### config.mk
export PLATFORM = sky130hd
export DESIGN_NAME = m92_glue_top
export DESIGN_NICKNAME = d
export VERILOG_FILES = /design/src/hw/m92_pkg.sv /design/src/hw/sdram_ch_if.sv /design/src/hw/ch3_arbiter.sv /design/src/hw/dip_switch_bank.sv /design/src/hw/m92_glue_top.sv /design/src/hw/player_input_merge.sv /design/src/hw/rom_word_packer.sv /design/src/hw/video_option_decode.sv
export VERILOG_INCLUDE_DIRS = /design/src /design/src/include
export SDC_FILE = /design/constraint.sdc
export NUM_CORES = 1
export LEC_CHECK = 0
export BUFFER_PORTS_ARGS = -buffer_cell sky130_fd_sc_hd__buf_2
export CAP_MARGIN = 5
export CORE_AREA = 2 2 184 186
export CTS_CLUSTER_SIZE = 12
export DETAILED_ROUTE_END_ITERATION = 7
export DIE_AREA = 0 0 186 188
export PLACE_DENSITY = 0.45
export RECOVER_POWER = 100
export SYNTH_ARGS = -nofsm -noshare
export SYNTH_HDL_FRONTEND = slang
export SYNTH_HIERARCHICAL = 1
export SYNTH_SLANG_ARGS = --single-unit
### constraint.sdc
create_clock -name clk_sys -period 3.6 [get_ports clk_sys]
set_input_delay 0.72 -clock clk_sys [delete_from_list [all_inputs] [get_ports clk_sys]]
set_output_delay 0.72 -clock clk_sys [all_outputs]
set_load 0.02 [all_outputs]
### src/include/m92_defs.svh
`ifndef M92_DEFS_SVH
`define M92_DEFS_SVH

// Download targets
`define M92_ROM_INDEX 0
`define M92_DIP_INDEX 254

// DIP switch bank depth in bytes
`define M92_DIP_BYTES 8

// Joystick word bit positions
`define M92_JOY_START      10
`define M92_JOY_COIN       11
`define M92_JOY_START2_ALT 12
`define M92_JOY_PAUSE      13

// 240p crop height
`define M92_CROP_LINES 240
// Crop codes below this are positive offsets
`define M92_CROP_SPLIT 9

`endif

### src/hw/m92_pkg.sv
package m92_pkg;

    ////////////////////////////////////////////////////////////////////
    // SDRAM channel types
    ////////////////////////////////////////////////////////////////////

    // Byte address, bit 0 ignored by the controller
    typedef logic [24:0] sdr_addr_t;
    typedef logic [15:0] sdr_word_t;
    // Bit 1 selects the high byte
    typedef logic [1:0]  byte_sel_t;

    ////////////////////////////////////////////////////////////////////
    // Download and player types
    ////////////////////////////////////////////////////////////////////

    typedef logic [7:0]  ioctl_byte_t;
    typedef logic [7:0]  ioctl_index_t;
    typedef logic [15:0] joy_word_t;
    typedef logic [9:0]  player_bits_t;

    // OSD status word, upper bits are unused here
    typedef logic [31:0] status_word_t;
    typedef logic [11:0] ratio_t;
    typedef logic [4:0]  crop_off_t;

    // ROM word packer states
    typedef enum logic [1:0] {
        PK_IDLE,
        PK_HALF,
        PK_REQ
    } packer_state_t;

    // Channel 3 owner
    typedef enum logic {
        OWN_CPU,
        OWN_ROM
    } ch3_owner_t;

endpackage

### src/hw/sdram_ch_if.sv
`timescale 1ns/1ps

interface sdram_ch_if;
    import m92_pkg::*;

    sdr_addr_t addr;
    sdr_word_t din;
    byte_sel_t be;
    logic      rnw;
    logic      req;
    logic      rdy;
    sdr_word_t dout;

    // Side that starts a transaction and holds it until rdy
    modport requester (
        output addr,
        output din,
        output be,
        output rnw,
        output req,
        input  rdy,
        input  dout
    );

    // Side that completes it
    modport server (
        input  addr,
        input  din,
        input  be,
        input  rnw,
        input  req,
        output rdy,
        output dout
    );

endinterface

### src/hw/ch3_arbiter.sv
`timescale 1ns/1ps

`include "m92_defs.svh"

module ch3_arbiter (
    input  logic                  clk_sys,
    input  logic                  arst_n,
    input  logic                  ioctl_download,
    input  m92_pkg::ioctl_index_t ioctl_index,
    sdram_ch_if.server            rom,
    input  m92_pkg::sdr_addr_t    cpu_addr,
    input  m92_pkg::sdr_word_t    cpu_din,
    input  m92_pkg::byte_sel_t    cpu_wr_sel,
    input  logic                  cpu_req,
    output logic                  cpu_rdy,
    output m92_pkg::sdr_word_t    cpu_dout,
    output m92_pkg::sdr_addr_t    sdr_ch3_addr,
    output m92_pkg::sdr_word_t    sdr_ch3_din,
    output m92_pkg::byte_sel_t    sdr_ch3_be,
    output logic                  sdr_ch3_rnw,
    output logic                  sdr_ch3_req,
    input  logic                  sdr_ch3_rdy,
    input  m92_pkg::sdr_word_t    sdr_ch3_dout
);
    import m92_pkg::*;

    ch3_owner_t owner;
    logic       rom_active;
    logic       owner_idle;
    logic       rom_own;

    assign rom_active = ioctl_download && (ioctl_index == `M92_ROM_INDEX);
    assign rom_own    = (owner == OWN_ROM);
    // Switch only between transactions of the current owner
    assign owner_idle = rom_own ? !rom.req : !cpu_req;

    always_ff @(posedge clk_sys or negedge arst_n) begin
        if (!arst_n) begin
            owner <= OWN_CPU;
        end else if (owner_idle) begin
            owner <= rom_active ? OWN_ROM : OWN_CPU;
        end
    end

    // Field routing from the owner
    assign sdr_ch3_addr = rom_own ? rom.addr : cpu_addr;
    assign sdr_ch3_din  = rom_own ? rom.din  : cpu_din;
    assign sdr_ch3_be   = rom_own ? rom.be   : cpu_wr_sel;
    // CPU read when no byte lane is written
    assign sdr_ch3_rnw  = rom_own ? rom.rnw  : ~(|cpu_wr_sel);
    assign sdr_ch3_req  = rom_own ? rom.req  : cpu_req;

    // Completion goes back to the owner only
    assign rom.rdy  = rom_own && sdr_ch3_rdy;
    assign rom.dout = rom_own ? sdr_ch3_dout : '0;
    assign cpu_rdy  = !rom_own && sdr_ch3_rdy;
    assign cpu_dout = rom_own ? '0 : sdr_ch3_dout;

endmodule

### src/hw/dip_switch_bank.sv
`timescale 1ns/1ps

`include "m92_defs.svh"

module dip_switch_bank (
    input  logic                  clk_sys,
    input  logic                  arst_n,
    input  logic                  ioctl_wr,
    input  m92_pkg::ioctl_index_t ioctl_index,
    input  m92_pkg::sdr_addr_t    ioctl_addr,
    input  m92_pkg::ioctl_byte_t  ioctl_dout,
    output logic [23:0]           dip_sw
);
    import m92_pkg::*;

    // Switch bytes as sent by the MRA, active low on the board
    ioctl_byte_t bank [`M92_DIP_BYTES];
    logic        dip_wr;

    assign dip_wr = ioctl_wr && (ioctl_index == `M92_DIP_INDEX)
                    && (ioctl_addr < `M92_DIP_BYTES);

    always_ff @(posedge clk_sys or negedge arst_n) begin
        if (!arst_n) begin
            for (int i = 0; i < `M92_DIP_BYTES; i++) begin
                bank[i] <= '0;
            end
        end else if (dip_wr) begin
            bank[ioctl_addr[2:0]] <= ioctl_dout;
        end
    end

    // The core only reads the first three bytes
    assign dip_sw = {bank[2], bank[1], bank[0]};

endmodule

### src/hw/m92_glue_top.sv
`timescale 1ns/1ps

module m92_glue_top (
    input  logic                  clk_sys,
    input  logic                  arst_n,

    // Download stream
    input  logic                  ioctl_download,
    input  logic                  ioctl_wr,
    input  m92_pkg::ioctl_index_t ioctl_index,
    input  m92_pkg::sdr_addr_t    ioctl_addr,
    input  m92_pkg::ioctl_byte_t  ioctl_dout,
    output logic                  ioctl_wait,

    // CPU port of channel 3
    input  m92_pkg::sdr_addr_t    cpu_addr,
    input  m92_pkg::sdr_word_t    cpu_din,
    input  m92_pkg::byte_sel_t    cpu_wr_sel,
    input  logic                  cpu_req,
    output logic                  cpu_rdy,
    output m92_pkg::sdr_word_t    cpu_dout,

    // SDRAM channel 3
    output m92_pkg::sdr_addr_t    sdr_ch3_addr,
    output m92_pkg::sdr_word_t    sdr_ch3_din,
    output m92_pkg::byte_sel_t    sdr_ch3_be,
    output logic                  sdr_ch3_rnw,
    output logic                  sdr_ch3_req,
    input  logic                  sdr_ch3_rdy,
    input  m92_pkg::sdr_word_t    sdr_ch3_dout,

    // Player controls
    input  m92_pkg::joy_word_t    joy_p1,
    input  m92_pkg::joy_word_t    joy_p2,
    input  m92_pkg::joy_word_t    joy_p3,
    input  m92_pkg::joy_word_t    joy_p4,
    input  m92_pkg::joy_word_t    key_p1,
    input  m92_pkg::joy_word_t    key_p2,
    input  m92_pkg::joy_word_t    key_p3,
    input  m92_pkg::joy_word_t    key_p4,
    input  logic [3:0]            key_start,
    input  logic [3:0]            key_coin,
    input  logic                  key_pause,
    output m92_pkg::player_bits_t p1_in,
    output m92_pkg::player_bits_t p2_in,
    output m92_pkg::player_bits_t p3_in,
    output m92_pkg::player_bits_t p4_in,
    output logic [3:0]            start_buttons,
    output logic [3:0]            coin,
    output logic                  pause_req,

    output logic [23:0]           dip_sw,

    // Video options
    input  m92_pkg::status_word_t status,
    input  logic                  forced_scandoubler,
    output m92_pkg::ratio_t       arx,
    output m92_pkg::ratio_t       ary,
    output logic [11:0]           crop_size,
    output m92_pkg::crop_off_t    crop_off,
    output logic [1:0]            scale,
    output logic [1:0]            scanline_fx,
    output logic                  scandoubler,
    output m92_pkg::crop_off_t    hoffset_neg,
    output m92_pkg::crop_off_t    voffset_neg
);

    // ROM writer request towards the channel 3 arbiter
    sdram_ch_if rom ();

    rom_word_packer u_packer (.*);

    ch3_arbiter u_arbiter (.*);

    dip_switch_bank u_dip (.*);

    player_input_merge u_inputs (.*);

    video_option_decode u_video (.*);

endmodule

### src/hw/player_input_merge.sv
`timescale 1ns/1ps

`include "m92_defs.svh"

module player_input_merge (
    input  m92_pkg::joy_word_t    joy_p1,
    input  m92_pkg::joy_word_t    joy_p2,
    input  m92_pkg::joy_word_t    joy_p3,
    input  m92_pkg::joy_word_t    joy_p4,
    input  m92_pkg::joy_word_t    key_p1,
    input  m92_pkg::joy_word_t    key_p2,
    input  m92_pkg::joy_word_t    key_p3,
    input  m92_pkg::joy_word_t    key_p4,
    input  logic [3:0]            key_start,
    input  logic [3:0]            key_coin,
    input  logic                  key_pause,
    output m92_pkg::player_bits_t p1_in,
    output m92_pkg::player_bits_t p2_in,
    output m92_pkg::player_bits_t p3_in,
    output m92_pkg::player_bits_t p4_in,
    output logic [3:0]            start_buttons,
    output logic [3:0]            coin,
    output logic                  pause_req
);
    import m92_pkg::*;

    joy_word_t merged_p1;
    joy_word_t merged_p2;
    joy_word_t merged_p3;
    joy_word_t merged_p4;
    joy_word_t joy_all;

    ////////////////////////////////////////////////////////////////////
    // Game controls
    ////////////////////////////////////////////////////////////////////

    assign merged_p1 = key_p1 | joy_p1;
    assign merged_p2 = key_p2 | joy_p2;
    assign merged_p3 = key_p3 | joy_p3;
    assign merged_p4 = key_p4 | joy_p4;

    // Directions and buttons sit in the low bits
    assign p1_in = merged_p1[9:0];
    assign p2_in = merged_p2[9:0];
    assign p3_in = merged_p3[9:0];
    assign p4_in = merged_p4[9:0];

    ////////////////////////////////////////////////////////////////////
    // System buttons
    ////////////////////////////////////////////////////////////////////

    // Any pad may coin up, pause or start player 2
    assign joy_all = joy_p1 | joy_p2 | joy_p3 | joy_p4;

    assign start_buttons[0] = joy_p1[`M92_JOY_START] | key_start[0];
    assign start_buttons[1] = joy_p2[`M92_JOY_START] | joy_all[`M92_JOY_START2_ALT]
                              | key_start[1];
    assign start_buttons[2] = joy_p3[`M92_JOY_START] | key_start[2];
    assign start_buttons[3] = joy_p4[`M92_JOY_START] | key_start[3];

    // Single coin slot
    assign coin      = {3'b000, joy_all[`M92_JOY_COIN] | (|key_coin)};
    assign pause_req = joy_all[`M92_JOY_PAUSE] | key_pause;

endmodule

### src/hw/rom_word_packer.sv
`timescale 1ns/1ps

`include "m92_defs.svh"

module rom_word_packer (
    input  logic                 clk_sys,
    input  logic                 arst_n,
    input  logic                 ioctl_download,
    input  logic                 ioctl_wr,
    input  m92_pkg::ioctl_index_t ioctl_index,
    input  m92_pkg::sdr_addr_t   ioctl_addr,
    input  m92_pkg::ioctl_byte_t ioctl_dout,
    sdram_ch_if.requester        rom,
    output logic                 ioctl_wait
);
    import m92_pkg::*;

    packer_state_t state;
    ioctl_byte_t   low_byte;
    sdr_addr_t     word_addr;
    sdr_word_t     word_data;
    logic          rom_wr;
    logic          accept;

    assign rom_wr = ioctl_download && ioctl_wr && (ioctl_index == `M92_ROM_INDEX);
    // No new bytes are taken while a word is waiting for the SDRAM
    assign accept = rom_wr && (state != PK_REQ);

    ////////////////////////////////////////////////////////////////////
    // Control FSM
    ////////////////////////////////////////////////////////////////////

    always_ff @(posedge clk_sys or negedge arst_n) begin
        if (!arst_n) begin
            state <= PK_IDLE;
        end else begin
            case (state)
                PK_IDLE, PK_HALF: begin
                    if (accept) begin
                        state <= ioctl_addr[0] ? PK_REQ : PK_HALF;
                    end else if (!ioctl_download) begin
                        // Drop a dangling low byte at end of download
                        state <= PK_IDLE;
                    end
                end
                PK_REQ: begin
                    if (rom.rdy) begin
                        state <= PK_IDLE;
                    end
                end
                default: state <= PK_IDLE;
            endcase
        end
    end

    // Word assembly
    always_ff @(posedge clk_sys) begin
        if (accept) begin
            if (!ioctl_addr[0]) begin
                low_byte <= ioctl_dout;
            end else begin
                word_addr <= {ioctl_addr[24:1], 1'b0};
                word_data <= {ioctl_dout, low_byte};
            end
        end
    end

    ////////////////////////////////////////////////////////////////////
    // Request side
    ////////////////////////////////////////////////////////////////////

    assign rom.addr = word_addr;
    assign rom.din  = word_data;
    assign rom.be   = 2'b11;
    assign rom.rnw  = 1'b0;
    assign rom.req  = (state == PK_REQ);

    // Stall the download source until the word is written
    assign ioctl_wait = (state == PK_REQ);

endmodule

### src/hw/video_option_decode.sv
`timescale 1ns/1ps

`include "m92_defs.svh"

module video_option_decode (
    input  m92_pkg::status_word_t status,
    input  logic                  forced_scandoubler,
    output m92_pkg::ratio_t       arx,
    output m92_pkg::ratio_t       ary,
    output logic [11:0]           crop_size,
    output m92_pkg::crop_off_t    crop_off,
    output logic [1:0]            scale,
    output logic [1:0]            scanline_fx,
    output logic                  scandoubler,
    output m92_pkg::crop_off_t    hoffset_neg,
    output m92_pkg::crop_off_t    voffset_neg
);
    import m92_pkg::*;

    logic [1:0] ar_code;
    logic       vertical;
    logic       allow_crop;
    crop_off_t  crop_code;

    assign ar_code     = status[2:1];
    assign scanline_fx = status[4:3];
    assign scale       = status[6:5];
    assign vertical    = status[10];
    assign crop_code   = status[16:12];

    // Original aspect follows the monitor orientation
    assign arx = (ar_code == 2'd0) ? (vertical ? 12'd3 : 12'd4) : ratio_t'(ar_code - 2'd1);
    assign ary = (ar_code == 2'd0) ? (vertical ? 12'd4 : 12'd3) : 12'd0;

    // 240p crop needs the native scan rate and normal scale
    assign allow_crop = !forced_scandoubler && (scale == 2'd0);
    assign crop_size  = (allow_crop && status[11]) ? 12'(`M92_CROP_LINES) : 12'd0;

    // Upper codes wrap round to negative offsets
    assign crop_off = (crop_code < `M92_CROP_SPLIT) ? crop_code : crop_code + 5'd15;

    assign scandoubler = forced_scandoubler || (scanline_fx != 2'd0);

    // Sync shift runs opposite to the menu value
    assign hoffset_neg = -status[21:17];
    assign voffset_neg = -status[26:22];

endmodule

Word level (Yosys, flattened, before mapping)
Index checks and enable logic that the tools add are counted.
Word-level totals
  bits in registers: 115
  word-level logic and storage cells: 93
  output and inout port bits: 192
Operators by class
  magnitude comparators: 4
  mux-type cells: 22
  bitwise gates (word level): 17
  add/sub/neg operators: 4
  equal/unequal tests: 6
  reductions and logical operators: 27
Operators by type and width (number)
  $bwmux 64: 1
  $or 14x14->14: 3
  $or 10x10->10: 4
  $mux 16: 2
  $lt 25x4->1 const B: 1
  $mux 25: 1
  $demux 8 s3: 1
  $mux 12: 2
  $mux 8: 2
  $logic_and 1x1->1: 11
  $mux 2: 5
  $neg 5->5: 2
  $eq 8x8->1 const B: 1
  $logic_not 8->1: 1
  $or 1x1->1: 7
  $logic_not 2->1: 3
  $mux 3: 2
  $reduce_and 2->1: 3
  $add 5x4->5 const B: 1
  $lt 5x4->1 const B: 1
  $mux 5: 1
  $ge 4x4->1 const B: 1
  $logic_not 1->1: 4
  $lt 4x1->1 const B: 1
  other kinds (13): 19

Logic depth before layout (Yosys ltp)
  depth after elaboration: 6
  depth in mapped cells: 5
  gate-level depth less buffers: 4

Modules after synthesis
The synthesis kept the hierarchy.
By module, submodules not included
  rom_word_packer: times used 1, area an instance 1635.3 sq um, seq. area each 1491.4 sq um, cells an instance 70
  ch3_arbiter: times used 1, area an instance 1053.5 sq um, seq. area each 25.0 sq um, cells an instance 97
  dip_switch_bank: times used 1, area an instance 1039.7 sq um, seq. area each 600.6 sq um, cells an instance 62
  video_option_decode: times used 1, area an instance 606.8 sq um, seq. area each 0.0 sq um, cells an instance 85
  player_input_merge: times used 1, area an instance 337.8 sq um, seq. area each 0.0 sq um, cells an instance 56

Worst setup path before layout
OpenSTA, ideal clock, no wires.
  path kind: input to register
  from: input ioctl_index[2]
  to: register u_packer.word_addr[10] (netlist: u_packer/rom.addr[10]), enable pin
  setup time: 0.437 ns
  arrival: 2.889 ns
  cell stages on the path: 3
  required time: 3.163 ns
  buffers on the path: 0
  path slack: 0.274 ns
  cell sequence: nor4_2 -> nand4_2 -> nor2_1
On the way
  longest elaborated chain between the ends: 4
RTL lines
  from (decl): line m92_glue_top.sv:10  | input m92_pkg::ioctl_index_t ioctl_index,
  $logic_not 8->1 (no line)
  $logic_and 1x1->1: line rom_word_packer.sv:25  | assign rom_wr = ioctl_download && ioctl_wr && (ioctl_index == `M92_ROM_INDEX);
  $logic_and 1x1->1: line rom_word_packer.sv:27  | assign accept = rom_wr && (state != PK_REQ);
  $reduce_and 2->1 (no line)
  to (signal assigned): line rom_word_packer.sv:62  | word_addr <= {ioctl_addr[24:1], 1'b0};
  to (decl): line rom_word_packer.sv:20  | sdr_addr_t word_addr;
Every way passes these cells.
A chain may end at the register's enable or synchronous reset.

Worst setup path after layout
  from: input ioctl_addr[6]
  to: register u_dip.bank (netlist bit u_dip/dip_sw[8])
On the way
  longest elaborated chain between the ends: 2
RTL lines
  from (decl): line m92_glue_top.sv:11  | input m92_pkg::sdr_addr_t ioctl_addr,
  $lt 25x4->1 (no line)
  $logic_and 1x1->1: line dip_switch_bank.sv:20  | assign dip_wr = ioctl_wr && (ioctl_index == `M92_DIP_INDEX)
  to (signal, indexed assignment): line dip_switch_bank.sv:29  | bank[ioctl_addr[2:0]] <= ioctl_dout;
  to (decl): line dip_switch_bank.sv:17  | ioctl_byte_t bank [`M92_DIP_BYTES];
Every way passes these cells.

==> flow_metrics.py <==
metrics = {
    "global_route": {
        "grt_max_degree": 61,
        "grt_pass1_wl_um": 20430,
        "grtUsageTotal_pct": 7.750,
        "grt_pass1_vias": 3640,
        "antenna_found_initial": 0,
        "grt-ovfl-total": 0,
    },
    "routing": {
        "routed_wirelength_um": 14710,
        "drt_iter0_drc": 118,
        "drt.antenna.violating_nets": 0,
        "drc": 0,
        "drt_pass1_iterations": 4,
        "drt-wirelength-per-cell_um": 12.33,
        "viasPerCell": 3.289,
        "vias": 3924,
    },
    "clock_tree": {
        "cts_tree": "yes",
        "postCtsSetupRepairBufs": 0,
        "numClockSinks": 75,
        "cts_max_path_buffers": 2,
        "root_buffer": "clkbuf_16",
        "clk_pin_slew_ns": 0.06,
        "htreeDepth": 3,
        "numCtsBuffers": 9,
        "ctsHoldBuffers": 0,
        "clkLatencyLatePin_ns": 0.34,
        "cts_resized": 0,
    },
    "die": {
        "dieArea_um2": 34970,
        "core.rowCount": 67,
        "die_height_um": 188,
        "num_io_pins": 468,
        "die-width_um": 186,
        "fp.coreArea_um2": 33110,
        "start_util_pct": 13.81,
    },
    "place": {
        "port_buffers": 397,
        "place_hpwl_um": 11900,
        "dp.cells": 1177,
        "gp_congestion": 0.7513,
    },
    "final_layout": {
        "n_antenna_cell": 0,
        "fin_util_pct": 20.29,
        "syn2layout_area_growth_pct": 46.89,
        "finalNetCount": 1019,
        "regArea_um2": 2121,
        "finalNonFillerCells": 1193,
        "drive_above_1_share_pct": 46.04,
        "nFillCells": 3759,
        "multi_input_area_um2": 1877,
    },
    "sta": {
        "worst_pin_slew_ns": 1.517,
        "setup_tns_ns": 0,
        "slew_headroom_pct": -1.490,
        "setup_viol": 0,
        "fmaxAchievable_ghz": 0.3437,
        "drv_slew": 41,
        "rsz0062_at_grt": "false",
        "skew_ns": 0.005606,
        "finalCritPeriodShare_pct": 80.81,
        "hold_slack_ns": 0.4194,
        "fin_crit_ns": 2.909,
        "hold_violations": 0,
    },
    "pwr": {
        "vdd_ir_drop_max_v": 0.0001512,
        "p_leak_nw": 2.925,
        "seqPwrFrac_pct": 40.8,
        "power_switching_mw": 0.6289,
        "p_clk_share_pct": 39.7,
        "swShare_pct": 27.92,
        "combPwrFrac_pct": 19.5,
        "power_mw": 2.253,
        "p_int_mw": 1.624,
        "power_density_nw_per_um2": 335.3,
    },
    "setup_path": {
        "crit-reg2reg-launch": "u_packer/state[1]",
        "reg2reg_depth": 4,
        "crit_required_ns": 3.82,
        "crit_start": "ioctl_addr[6]",
        "start_kind": "input port",
        "path_max_fanout": 8,
        "crit_type": "input port to flip-flop",
        "cp-end-kind": "flip-flop",
        "cp.arrival_ns": 3.13,
    },
    "hold_path": {
        "min_from": "u_packer/low_byte[3]",
        "hold_class": "flip-flop to flip-flop",
        "min_path_cells": 0,
    },
    "logic_synthesis": {
        "yosysWarnings": 6,
        "synth_area_um2": 4573,
        "syn_avg_cell_area_um2": 12.92,
        "syn_inst": 354,
    },
    "status": {
        "status": "complete, but fails checks",
        "violations": "capacitance limit, slew limit",
    },
    "flow_run": {
        "maxCapViolCount": 2,
    },
}
-- routing by layer --
layer  vias to the layer above  global-route usage [%]  share of wire, %
li1                       1947                       -                 -
met1                      1795                   9.753                44
met2                       169                   13.15                49
met3                        13                   1.495               6.1
met4                         0                   2.635               1.5
met5                         -                       0                 0
-- layout make-up --
type                            instances  share of cell area, %
Sequential cell                        75                  31.57
Multi-Input combinational cell        243                  27.94
Timing Repair Buffer                  401                  27.25
Tap cell                              448                  8.344
Clock buffer                           13                  4.042
Inverter                               10                 0.5588
Clock inverter                          3                 0.2980
-- critical path: stages --
cell      delay [ns]
clkbuf_1        0.08
nor4_1          0.54
nand4_1         0.39
nor4_2          0.97
mux2_2          0.42
-- power groups by stage --
stage	Combinational, mW	Sequential (mW)	Clock, mW
final	0.440	0.918	0.895
after floorplan	0.282	0.936	0
after CTS	0.484	0.918	0.937
after detailed placement	0.482	0.936	0
after global routing	0.482	0.918	0.960
after global placement	0.480	0.936	0
-- metrics by stage --
step / area (µm²) / setup WS (ns)
finish: 6718 / 0.6907
global route: 6718 / 0.5223
CTS: 7111 / 0.7807
detailed placement: 6819 / 0.6203
global placement: 6819 / 0.6109
floorplan: 4682 / 0.2739
-- cell usage in the layout, fill, tap and decap left out, types with 2 or more instances in the layout --
cell type / count
mux2_1: 40
nand2_1: 6
edfxtp_1: 48
nor4_2: 2
xnor2_1: 6
and4bb_2: 2
nand4_1: 2
clkbuf_16: 10
nor4b_4: 2
nor3b_1: 3
clkbuf_1: 155
o21a_1: 2
o21ai_0: 5
nor2b_1: 17
nor2_1: 13
conb_1: 33
inv_1: 10
nor4b_1: 4
nand2b_1: 2
nor3_1: 7
buf_2: 247
ha_1: 3
nor4_1: 7
dfrtp_1: 26
mux2_2: 26
or2_2: 43
a21oi_1: 2
mux2_4: 2
-- path summary, 6_finish.rpt --
check / to / slack (ns)
hold / removal: u_packer/rom.din[3] / 0.42
hold reg to reg: u_packer/rom.din[3] / 0.42
max in group asynchronous: u_arbiter/owner / 1.79
setup reg to reg: u_packer/rom.addr[16] / 1.04
min in group asynchronous: u_dip/dip_sw[21] / 0.74
setup / recovery: u_dip/dip_sw[8] / 0.69
-- state kept, by name, indices dropped and copies added (netlist names) --
name               count
u_dip/dip_sw          24
u_packer/rom.addr     24
u_packer/rom.din      16
u_packer/low_byte      8
u_packer/state         2
u_arbiter/owner        1
No activity file was read; power rests on OpenSTA's default activity.
